===== config.mk =====
export PLATFORM = sky130hd
export DESIGN_NAME = tap_top
export DESIGN_NICKNAME = d
export VERILOG_FILES = /design/src/source/tap_instr_pkg.sv /design/src/source/tap_state_pkg.sv /design/src/source/tap_top.sv /design/src/source/tap_tdo_mux.sv /design/src/source/tap_dr.sv /design/src/source/tap_irreg.sv /design/src/source/tap_fsm.sv
export VERILOG_INCLUDE_DIRS = /design/src /design/src/source
export SDC_FILE = /design/constraint.sdc
export NUM_CORES = 1
export LEC_CHECK = 0
export BUFFER_PORTS_ARGS = -buffer_cell sky130_fd_sc_hd__buf_2
export CORE_MARGIN = 2
export CORE_UTILIZATION = 45
export DETAILED_ROUTE_END_ITERATION = 12
export PLACE_DENSITY = 0.6
export SETUP_SLACK_MARGIN = 0.02
export SYNTH_ARGS = -nofsm -noshare
export SYNTH_HDL_FRONTEND = slang
export SYNTH_SLANG_ARGS = --single-unit

===== constraint.sdc =====
create_clock -name ftap_tck -period 2.5 [get_ports ftap_tck]
set_input_delay 0.125 -clock ftap_tck [delete_from_list [all_inputs] [get_ports ftap_tck]]
set_output_delay 0.125 -clock ftap_tck [all_outputs]
set_load 0.02 [all_outputs]

===== src/source/tap_macros.svh =====
`ifndef TAP_MACROS_SVH
`define TAP_MACROS_SVH

// Instruction register length
`define TAP_IR_WIDTH 8

// Opcode table
// Anything not listed here decodes to bypass
`define TAP_OPC_IDCODE    8'h02
`define TAP_OPC_SLVIDCODE 8'h0C
`define TAP_OPC_USERDATA  8'h10
`define TAP_OPC_BYPASS    8'hFF

// Fixed device identification, bit 0 is the mandatory marker
`define TAP_IDCODE_VALUE 32'h0A25_1013

// User data register length
`define TAP_USER_WIDTH 16

`endif

===== src/source/tap_instr_pkg.sv =====
`default_nettype none

`include "tap_macros.svh"

package tap_instr_pkg;

   // *******************************************************************
   // Instruction word
   // *******************************************************************
   typedef logic [`TAP_IR_WIDTH-1:0] tap_instr_t;

   // *******************************************************************
   // Data register selection
   // *******************************************************************
   // Values double as bit index into the per-register strobe vectors
   typedef enum logic [1:0]
   {
      DR_SEL_BYPASS    = 2'd0,
      DR_SEL_IDCODE    = 2'd1,
      DR_SEL_SLVIDCODE = 2'd2,
      DR_SEL_USERDATA  = 2'd3
   } tap_dr_sel_t;

   // *******************************************************************
   // Payloads
   // *******************************************************************
   // Layout shared by both ID registers
   typedef struct packed
   {
      logic [3:0]  version;
      logic [15:0] part;
      logic [10:0] manufacturer;
      logic        marker;
   } idcode_t;

   typedef logic [`TAP_USER_WIDTH-1:0] user_data_t;

endpackage

`default_nettype wire


===== src/source/tap_state_pkg.sv =====
`default_nettype none

package tap_state_pkg;

   // *******************************************************************
   // TAP controller states
   // *******************************************************************
   // All sixteen codes are used, so no illegal encoding exists
   typedef enum logic [3:0]
   {
      ST_TLRS      = 4'hF,
      ST_RTI       = 4'hC,
      // DR column
      ST_SEL_DR    = 4'h7,
      ST_CAP_DR    = 4'h6,
      ST_SHIFT_DR  = 4'h2,
      ST_EXIT1_DR  = 4'h1,
      ST_PAUSE_DR  = 4'h3,
      ST_EXIT2_DR  = 4'h0,
      ST_UPD_DR    = 4'h5,
      // IR column
      ST_SEL_IR    = 4'h4,
      ST_CAP_IR    = 4'hE,
      ST_SHIFT_IR  = 4'hA,
      ST_EXIT1_IR  = 4'h9,
      ST_PAUSE_IR  = 4'hB,
      ST_EXIT2_IR  = 4'h8,
      ST_UPD_IR    = 4'hD
   } tap_state_t;

endpackage

`default_nettype wire


===== src/source/tap_top.sv =====
`timescale 1ns/100ps
`default_nettype none

`include "tap_macros.svh"

module tap_top
   import tap_instr_pkg::*;
   (
   input  logic       ftap_tck,
   input  logic       powergood_rst_trst_b,
   input  logic       ftap_tms,
   input  logic       ftap_tdi,
   input  idcode_t    slvidcode,
   output logic       tdo,
   output logic       tdo_en,
   output user_data_t user_data
   );

   // *******************************************************************
   // Internal nets
   // *******************************************************************
   logic        tlrs;
   logic        capture_ir;
   logic        shift_ir;
   logic        update_ir;
   logic [3:0]  capture_dr;
   logic [3:0]  shift_dr;
   logic [3:0]  update_dr;
   tap_dr_sel_t dr_sel;
   logic        shift_any;
   tap_instr_t  ireg;
   logic        ir_serial;
   logic [3:0]  dr_serial;

   // Bypass slot, the bit itself lives in the mux
   assign dr_serial[DR_SEL_BYPASS] = 1'b0;

   // Controller
   tap_fsm i_tap_fsm (
      .ftap_tck             (ftap_tck),
      .powergood_rst_trst_b (powergood_rst_trst_b),
      .ftap_tms             (ftap_tms),
      .ireg                 (ireg),
      .tlrs                 (tlrs),
      .capture_ir           (capture_ir),
      .shift_ir             (shift_ir),
      .update_ir            (update_ir),
      .capture_dr           (capture_dr),
      .shift_dr             (shift_dr),
      .update_dr            (update_dr),
      .dr_sel               (dr_sel),
      .shift_any            (shift_any)
   );

   // Instruction register
   tap_irreg i_tap_irreg (
      .ftap_tck             (ftap_tck),
      .powergood_rst_trst_b (powergood_rst_trst_b),
      .ftap_tdi             (ftap_tdi),
      .tlrs                 (tlrs),
      .capture_ir           (capture_ir),
      .shift_ir             (shift_ir),
      .update_ir            (update_ir),
      .ireg                 (ireg),
      .ir_serial            (ir_serial)
   );

   // *******************************************************************
   // Data registers
   // *******************************************************************
   tap_dr #(.payload_t(idcode_t), .has_update(1'b0)) i_dr_idcode (
      .ftap_tck             (ftap_tck),
      .powergood_rst_trst_b (powergood_rst_trst_b),
      .ftap_tdi             (ftap_tdi),
      .tlrs                 (tlrs),
      .capture              (capture_dr[DR_SEL_IDCODE]),
      .shift                (shift_dr[DR_SEL_IDCODE]),
      .update               (update_dr[DR_SEL_IDCODE]),
      .capture_value        (idcode_t'(`TAP_IDCODE_VALUE)),
      .dr_serial            (dr_serial[DR_SEL_IDCODE]),
      .update_value         ()
   );

   // Strap value from the integration level
   tap_dr #(.payload_t(idcode_t), .has_update(1'b0)) i_dr_slvidcode (
      .ftap_tck             (ftap_tck),
      .powergood_rst_trst_b (powergood_rst_trst_b),
      .ftap_tdi             (ftap_tdi),
      .tlrs                 (tlrs),
      .capture              (capture_dr[DR_SEL_SLVIDCODE]),
      .shift                (shift_dr[DR_SEL_SLVIDCODE]),
      .update               (update_dr[DR_SEL_SLVIDCODE]),
      .capture_value        (slvidcode),
      .dr_serial            (dr_serial[DR_SEL_SLVIDCODE]),
      .update_value         ()
   );

   // Read back of the last written value
   tap_dr #(.payload_t(user_data_t), .has_update(1'b1)) i_dr_user (
      .ftap_tck             (ftap_tck),
      .powergood_rst_trst_b (powergood_rst_trst_b),
      .ftap_tdi             (ftap_tdi),
      .tlrs                 (tlrs),
      .capture              (capture_dr[DR_SEL_USERDATA]),
      .shift                (shift_dr[DR_SEL_USERDATA]),
      .update               (update_dr[DR_SEL_USERDATA]),
      .capture_value        (user_data),
      .dr_serial            (dr_serial[DR_SEL_USERDATA]),
      .update_value         (user_data)
   );

   // Output path
   tap_tdo_mux i_tap_tdo_mux (
      .ftap_tck             (ftap_tck),
      .powergood_rst_trst_b (powergood_rst_trst_b),
      .ftap_tdi             (ftap_tdi),
      .shift_ir             (shift_ir),
      .shift_any            (shift_any),
      .capture_bypass       (capture_dr[DR_SEL_BYPASS]),
      .shift_bypass         (shift_dr[DR_SEL_BYPASS]),
      .dr_sel               (dr_sel),
      .ir_serial            (ir_serial),
      .dr_serial            (dr_serial),
      .tdo                  (tdo),
      .tdo_en               (tdo_en)
   );

endmodule

`default_nettype wire


===== src/source/tap_tdo_mux.sv =====
`timescale 1ns/100ps
`default_nettype none

module tap_tdo_mux
   import tap_instr_pkg::*;
   (
   input  logic        ftap_tck,
   input  logic        powergood_rst_trst_b,
   input  logic        ftap_tdi,
   input  logic        shift_ir,
   input  logic        shift_any,
   input  logic        capture_bypass,
   input  logic        shift_bypass,
   input  tap_dr_sel_t dr_sel,
   input  logic        ir_serial,
   input  logic [3:0]  dr_serial,
   output logic        tdo,
   output logic        tdo_en
   );

   logic bypass_bit;
   logic tdo_nxt;

   // *******************************************************************
   // Bypass register
   // *******************************************************************
   always_ff @(posedge ftap_tck or negedge powergood_rst_trst_b)
   begin
      if (!powergood_rst_trst_b)
      begin
         bypass_bit <= 1'b0;
      end
      else if (capture_bypass)
      begin
         bypass_bit <= 1'b0;
      end
      else if (shift_bypass)
      begin
         bypass_bit <= ftap_tdi;
      end
   end

   // IR path wins while shifting instructions
   always_comb
   begin
      if (shift_ir)
         tdo_nxt = ir_serial;
      else if (dr_sel == DR_SEL_BYPASS)
         tdo_nxt = bypass_bit;
      else
         tdo_nxt = dr_serial[dr_sel];
   end

   // *******************************************************************
   // Falling-edge retiming of pin and enable
   // *******************************************************************
   always_ff @(negedge ftap_tck or negedge powergood_rst_trst_b)
   begin
      if (!powergood_rst_trst_b)
      begin
         tdo    <= 1'b0;
         tdo_en <= 1'b0;
      end
      else
      begin
         tdo_en <= shift_any;
         // Pin keeps its last value between scans
         if (shift_any)
            tdo <= tdo_nxt;
      end
   end

endmodule

`default_nettype wire


===== src/source/tap_dr.sv =====
`timescale 1ns/100ps
`default_nettype none

module tap_dr
   #(
   parameter type payload_t  = logic [7:0],
   parameter bit  has_update = 1'b0
   )
   (
   input  logic     ftap_tck,
   input  logic     powergood_rst_trst_b,
   input  logic     ftap_tdi,
   input  logic     tlrs,
   input  logic     capture,
   input  logic     shift,
   input  logic     update,
   input  payload_t capture_value,
   output logic     dr_serial,
   output payload_t update_value
   );

   localparam int WIDTH = $bits(payload_t);

   logic [WIDTH-1:0] shift_reg;

   // *******************************************************************
   // Capture and shift, rising edge
   // *******************************************************************
   always_ff @(posedge ftap_tck or negedge powergood_rst_trst_b)
   begin
      if (!powergood_rst_trst_b)
      begin
         shift_reg <= '0;
      end
      else if (tlrs)
      begin
         shift_reg <= '0;
      end
      else if (capture)
      begin
         shift_reg <= capture_value;
      end
      else if (shift)
      begin
         // LSB first out, tdi fills from the top
         shift_reg <= {ftap_tdi, shift_reg[WIDTH-1:1]};
      end
   end

   assign dr_serial = shift_reg[0];

   // *******************************************************************
   // Optional parallel stage, falling edge
   // *******************************************************************
   generate
      if (has_update)
      begin : g_update
         // Held through test logic reset, only power-good clears it
         always_ff @(negedge ftap_tck or negedge powergood_rst_trst_b)
         begin
            if (!powergood_rst_trst_b)
            begin
               update_value <= '0;
            end
            else if (update)
            begin
               update_value <= payload_t'(shift_reg);
            end
         end
      end
      else
      begin : g_no_update
         // Read-only register, the shift stage is all there is
         assign update_value = payload_t'(shift_reg);
      end
   endgenerate

endmodule

`default_nettype wire


===== src/source/tap_irreg.sv =====
`timescale 1ns/100ps
`default_nettype none

`include "tap_macros.svh"

module tap_irreg
   import tap_instr_pkg::*;
   (
   input  logic       ftap_tck,
   input  logic       powergood_rst_trst_b,
   input  logic       ftap_tdi,
   input  logic       tlrs,
   input  logic       capture_ir,
   input  logic       shift_ir,
   input  logic       update_ir,
   output tap_instr_t ireg,
   output logic       ir_serial
   );

   // *******************************************************************
   // Constants
   // *******************************************************************
   // Mandatory 01 pattern in the lowest bits on capture
   localparam tap_instr_t IR_CAPTURE_VALUE = {{(`TAP_IR_WIDTH-2){1'b0}}, 2'b01};
   // Instruction in force after reset
   localparam tap_instr_t IR_RESET_VALUE   = `TAP_OPC_SLVIDCODE;

   tap_instr_t shift_reg;

   // *******************************************************************
   // Shift stage, rising edge
   // *******************************************************************
   always_ff @(posedge ftap_tck or negedge powergood_rst_trst_b)
   begin
      if (!powergood_rst_trst_b)
      begin
         shift_reg <= IR_CAPTURE_VALUE;
      end
      else if (tlrs || capture_ir)
      begin
         shift_reg <= IR_CAPTURE_VALUE;
      end
      else if (shift_ir)
      begin
         // tdi enters at the top, LSB leaves first
         shift_reg <= {ftap_tdi, shift_reg[`TAP_IR_WIDTH-1:1]};
      end
   end

   // Serial bit towards the TDO mux
   assign ir_serial = shift_reg[0];

   // *******************************************************************
   // Shadow stage, falling edge
   // *******************************************************************
   // Stable for a full half cycle before the decode sees it
   always_ff @(negedge ftap_tck or negedge powergood_rst_trst_b)
   begin
      if (!powergood_rst_trst_b)
      begin
         ireg <= IR_RESET_VALUE;
      end
      else if (tlrs)
      begin
         ireg <= IR_RESET_VALUE;
      end
      else if (update_ir)
      begin
         ireg <= shift_reg;
      end
   end

   // *******************************************************************
   // Assertions
   // *******************************************************************
   a_cap_shift_excl: assert property (@(posedge ftap_tck)
      disable iff (!powergood_rst_trst_b)
      !(capture_ir && shift_ir));

endmodule

`default_nettype wire


===== src/source/tap_fsm.sv =====
`timescale 1ns/100ps
`default_nettype none

`include "tap_macros.svh"

module tap_fsm
   import tap_state_pkg::*, tap_instr_pkg::*;
   (
   input  logic        ftap_tck,
   input  logic        powergood_rst_trst_b,
   input  logic        ftap_tms,
   input  tap_instr_t  ireg,
   output logic        tlrs,
   output logic        capture_ir,
   output logic        shift_ir,
   output logic        update_ir,
   output logic [3:0]  capture_dr,
   output logic [3:0]  shift_dr,
   output logic [3:0]  update_dr,
   output tap_dr_sel_t dr_sel,
   output logic        shift_any
   );

   tap_state_t state;
   tap_state_t state_nxt;

   // *******************************************************************
   // State register
   // *******************************************************************
   always_ff @(posedge ftap_tck or negedge powergood_rst_trst_b)
   begin
      if (!powergood_rst_trst_b)
      begin
         state <= ST_TLRS;
      end
      else
      begin
         state <= state_nxt;
      end
   end

   // Standard 1149.1 transition table
   always_comb
   begin
      case (state)
         ST_TLRS     : state_nxt = ftap_tms ? ST_TLRS     : ST_RTI;
         ST_RTI      : state_nxt = ftap_tms ? ST_SEL_DR   : ST_RTI;
         ST_SEL_DR   : state_nxt = ftap_tms ? ST_SEL_IR   : ST_CAP_DR;
         ST_CAP_DR   : state_nxt = ftap_tms ? ST_EXIT1_DR : ST_SHIFT_DR;
         ST_SHIFT_DR : state_nxt = ftap_tms ? ST_EXIT1_DR : ST_SHIFT_DR;
         ST_EXIT1_DR : state_nxt = ftap_tms ? ST_UPD_DR   : ST_PAUSE_DR;
         ST_PAUSE_DR : state_nxt = ftap_tms ? ST_EXIT2_DR : ST_PAUSE_DR;
         ST_EXIT2_DR : state_nxt = ftap_tms ? ST_UPD_DR   : ST_SHIFT_DR;
         ST_UPD_DR   : state_nxt = ftap_tms ? ST_SEL_DR   : ST_RTI;
         ST_SEL_IR   : state_nxt = ftap_tms ? ST_TLRS     : ST_CAP_IR;
         ST_CAP_IR   : state_nxt = ftap_tms ? ST_EXIT1_IR : ST_SHIFT_IR;
         ST_SHIFT_IR : state_nxt = ftap_tms ? ST_EXIT1_IR : ST_SHIFT_IR;
         ST_EXIT1_IR : state_nxt = ftap_tms ? ST_UPD_IR   : ST_PAUSE_IR;
         ST_PAUSE_IR : state_nxt = ftap_tms ? ST_EXIT2_IR : ST_PAUSE_IR;
         ST_EXIT2_IR : state_nxt = ftap_tms ? ST_UPD_IR   : ST_SHIFT_IR;
         ST_UPD_IR   : state_nxt = ftap_tms ? ST_SEL_DR   : ST_RTI;
         default     : state_nxt = ST_TLRS;
      endcase
   end

   // *******************************************************************
   // State strobes, level for the whole cycle
   // *******************************************************************
   assign tlrs       = (state == ST_TLRS);
   assign capture_ir = (state == ST_CAP_IR);
   assign shift_ir   = (state == ST_SHIFT_IR);
   assign update_ir  = (state == ST_UPD_IR);
   assign shift_any  = shift_ir | (state == ST_SHIFT_DR);

   // Opcode decode, unknown opcodes fall back to bypass
   always_comb
   begin
      case (ireg)
         `TAP_OPC_IDCODE    : dr_sel = DR_SEL_IDCODE;
         `TAP_OPC_SLVIDCODE : dr_sel = DR_SEL_SLVIDCODE;
         `TAP_OPC_USERDATA  : dr_sel = DR_SEL_USERDATA;
         `TAP_OPC_BYPASS    : dr_sel = DR_SEL_BYPASS;
         default            : dr_sel = DR_SEL_BYPASS;
      endcase
   end

   // DR strobes steered to the selected register only
   always_comb
   begin
      capture_dr         = '0;
      shift_dr           = '0;
      update_dr          = '0;
      capture_dr[dr_sel] = (state == ST_CAP_DR);
      shift_dr[dr_sel]   = (state == ST_SHIFT_DR);
      update_dr[dr_sel]  = (state == ST_UPD_DR);
   end

   // *******************************************************************
   // Assertions
   // *******************************************************************
   a_state_known: assert property (@(posedge ftap_tck) disable iff (!powergood_rst_trst_b)
      !$isunknown(state));

   a_dr_strobe_onehot: assert property (@(posedge ftap_tck)
      disable iff (!powergood_rst_trst_b)
      $onehot0(capture_dr) && $onehot0(shift_dr) && $onehot0(update_dr));

   // Five tms-high edges land in reset from anywhere
   a_tms_reset: assert property (@(posedge ftap_tck) disable iff (!powergood_rst_trst_b)
      ftap_tms [*5] |=> (state == ST_TLRS));

endmodule

`default_nettype wire


==> flow_metrics.tcl <==
set metrics [dict create \
    setup_viol 99 \
    stdcell_count 660 \
    r2r_cells 4 \
    finalInstanceArea_um2 7289 \
    final_nets 540 \
    path_max_fanout 16 \
    crit_slowest_cell "dfstp_2" \
    fin_skew_ps 44.60 \
    finalHoldViolCount 0 \
    cp_slowest_stage_delay_ps 530 \
    clkSlewWorstSetupHoldPaths_ps 50 \
    place_area_um2 6191 \
    grt-ovfl-total 0 \
    first_global_vias 3916 \
    critical_path_class "register to register" \
    rsz0062_at_grt "true" \
    layout.area.seq_um2 2990 \
    drv_slew 0 \
    area_growth_pct 41.51 \
    gp_congestion 0.8014 \
    endpoint_kind "register" \
    cp.arrival_ps 3550 \
    htreeDepth 4 \
    cp-start-kind "register" \
    cts_buffers 17 \
    drive_gt1_share_pct 50.48 \
    violations "negative setup slack" \
    io_buffers 53 \
    total_power_w 0.007211 \
    io-pin-count 54 \
    ir_drop_v 0.0007734 \
    start_util_pct 45.70 \
    yosysWarnings 0 \
    drt_iter0_drc 195 \
    final_common_cell "dfrtp_1" \
    worst_slew_pin_slew_ps 619.2 \
    gr-usage-all-layers_pct 20.54 \
    netlist-cell-type-count 47 \
    place_inst 610 \
    p_leak_nw 3.382 \
    ant_nets 0 \
    status "finished with violations" \
    grt_max_degree 35 \
    synthArstFlopShare_pct 100.0 \
    via_count 3652 \
    worst_slack_ps -717.5 \
    drtPass1Iterations 4 \
    syn_inst 398 \
    clock-sinks 119 \
    viasPerCell 5.533 \
    chipHeight_um 111.0 \
    die_area_um2 12320 \
    syn_area_per_cell_um2 12.94 \
    antenna_found_initial 0 \
    crit_chain "or4bb_1 -> or4_4 -> buf_12 -> o2bb2ai_2" \
    grt_first_pass_wirelength_mm 20.04 \
    tritoncts "built" \
    die_x_um 111.0 \
    synth_fp_nets 434 \
    clk_path_buf_depth 2 \
    ys_ff_latch 119 \
    drc_errors 0 \
    multi_input_area_um2 2575 \
    maxCapViolCount 0 \
    hold_depth 3 \
    power.density_nw_per_um2 989.2 \
    n_fill_cell 837 \
    slew_headroom_pct 58.40 \
    required_ps 2830 \
    wl_per_cell_um 17.74 \
    layout_common_cells "88 x dfrtp_1, 52 x buf_2, 46 x mux2i_1" \
    core_area_um2 11270 \
    ys_seq_area_share_pct 57.98 \
    dpl.hpwl_mm 7.020 \
    synth_edf_count 0 \
    diodes 0 \
    synth_area_um2 5151 \
    core.rowCount 39 \
    root_buffer "clkbuf_16" \
    routed_wl_mm 11.71 \
    hp-class "primary input to register" \
    synth-main-ff-cell "dfrtp_1" \
    clk_latency_ps 430 \
    hold_ws_ps 20.68 \
    utilization_pct 64.67 \
    top_regs "i_dr_idcode.update_value x32, i_dr_slvidcode.update_value x32" \
]
synthesized netlist by cell type (2+ instances only):
cell,count,area [µm²]
nor2_1,17,63.81
or2_2,2,12.51
nand2_1,18,67.56
buf_6,2,22.52
a22o_1,11,96.34
dfstp_2,7,183.9
buf_2,3,15.01
a22o_2,18,180.2
o2bb2ai_1,57,499.2
o21ai_0,16,80.08
a21oi_1,4,20.02
or4_4,3,33.78
nor3b_1,4,30.03
mux2i_1,46,460.4
buf_4,2,15.01
o21ai_1,2,10.01
inv_1,5,18.77
nor4_1,2,12.51
mux2_2,17,191.4
dfrtn_1,24,600.6
buf_8,2,30.03
o31ai_1,2,15.01
nor3_1,4,20.02
dfrtp_1,88,2202
nand3_1,2,10.01
clkbuf_1,17,63.81
buf_1,3,11.26
per-layer routing:
metal	track usage, %	wire, µm	vias up
met5	0	0	-
met4	7.333	157	0
met3	5.631	361	14
met2	32.56	5794	51
met1	27.34	5397	1855
li1	-	-	1732
report_power, final:
group	internal, W	switching [W]
Sequential	0.00222	0.000194
Combinational	0.00115	0.00132
Clock	0.00149	0.000840
Total	0.00486	0.00235
final timing paths:
path | startpoint | to | slack (ps)
worst min-delay path | slvidcode[26] | i_dr_slvidcode.update_value[26]$_DFFE_PN0P_ | 20
worst max register to register | i_tap_irreg.ireg[3]$_DFFE_NN1P_ | i_dr_slvidcode.update_value[10]$_DFFE_PN0P_ | -720
worst max-delay path | i_tap_irreg.ireg[3]$_DFFE_NN1P_ | i_dr_slvidcode.update_value[10]$_DFFE_PN0P_ | -720
worst min register to register | i_tap_irreg.ireg[3]$_DFFE_NN1P_ | i_tap_irreg.ireg[3]$_DFFE_NN1P_ | 470
min in group asynchronous | powergood_rst_trst_b | i_dr_slvidcode.update_value[6]$_DFFE_PN0P_ | 150
max in group asynchronous | powergood_rst_trst_b | i_dr_user.update_value[8]$_DFFE_NN0P_ | 660
cell families after synthesis:
| family | share of synthesized area, % |
|---|---|
| AOI/OAI and AO/OA | 19.07 |
| DFF | 57.98 |
| muxes | 12.65 |
| and+or+nand+nor | 6.631 |
| buffers and inverters | 3.497 |
| xor gates and xnor gates | 0.1701 |
stage by stage:
stage               TNS, ps  setup WS (ps)
finish               -56510         -717.5
global route         -61790         -777.4
CTS                  -56820         -703.1
detailed placement   -61810         -824.1
global placement     -60820         -793.0
floorplan            -50190         -700.1
critical path: cells and delay by family, from the launching register on:
kind,cells,cell delay (ps)
flip-flops,1,530
buffers and inverters,1,190
AO/OA/AOI/OAI,1,150
AND/OR/NAND/NOR,2,990
cell type report:
| class | instances | area share [%] |
|---|---|---|
| well taps | 143 | 2.455 |
| repair buffers | 114 | 12.91 |
| flip-flops and latches | 119 | 41.02 |
| multi-input cells | 245 | 35.32 |
| clock buffers | 26 | 7.432 |
| inverters | 5 | 0.2918 |
| clock inverters | 8 | 0.5664 |
what timing repair did:
item,4_1_cts,5_1_grt
gates resized for setup,34,33
setup buffers,6,4
pin swaps,5,13
cloned,4,1
hold buffers,4,0
setup endpoints to repair,104,105
endpoints found under the hold margin,55,0
Power figures use the tool's default switching activity.
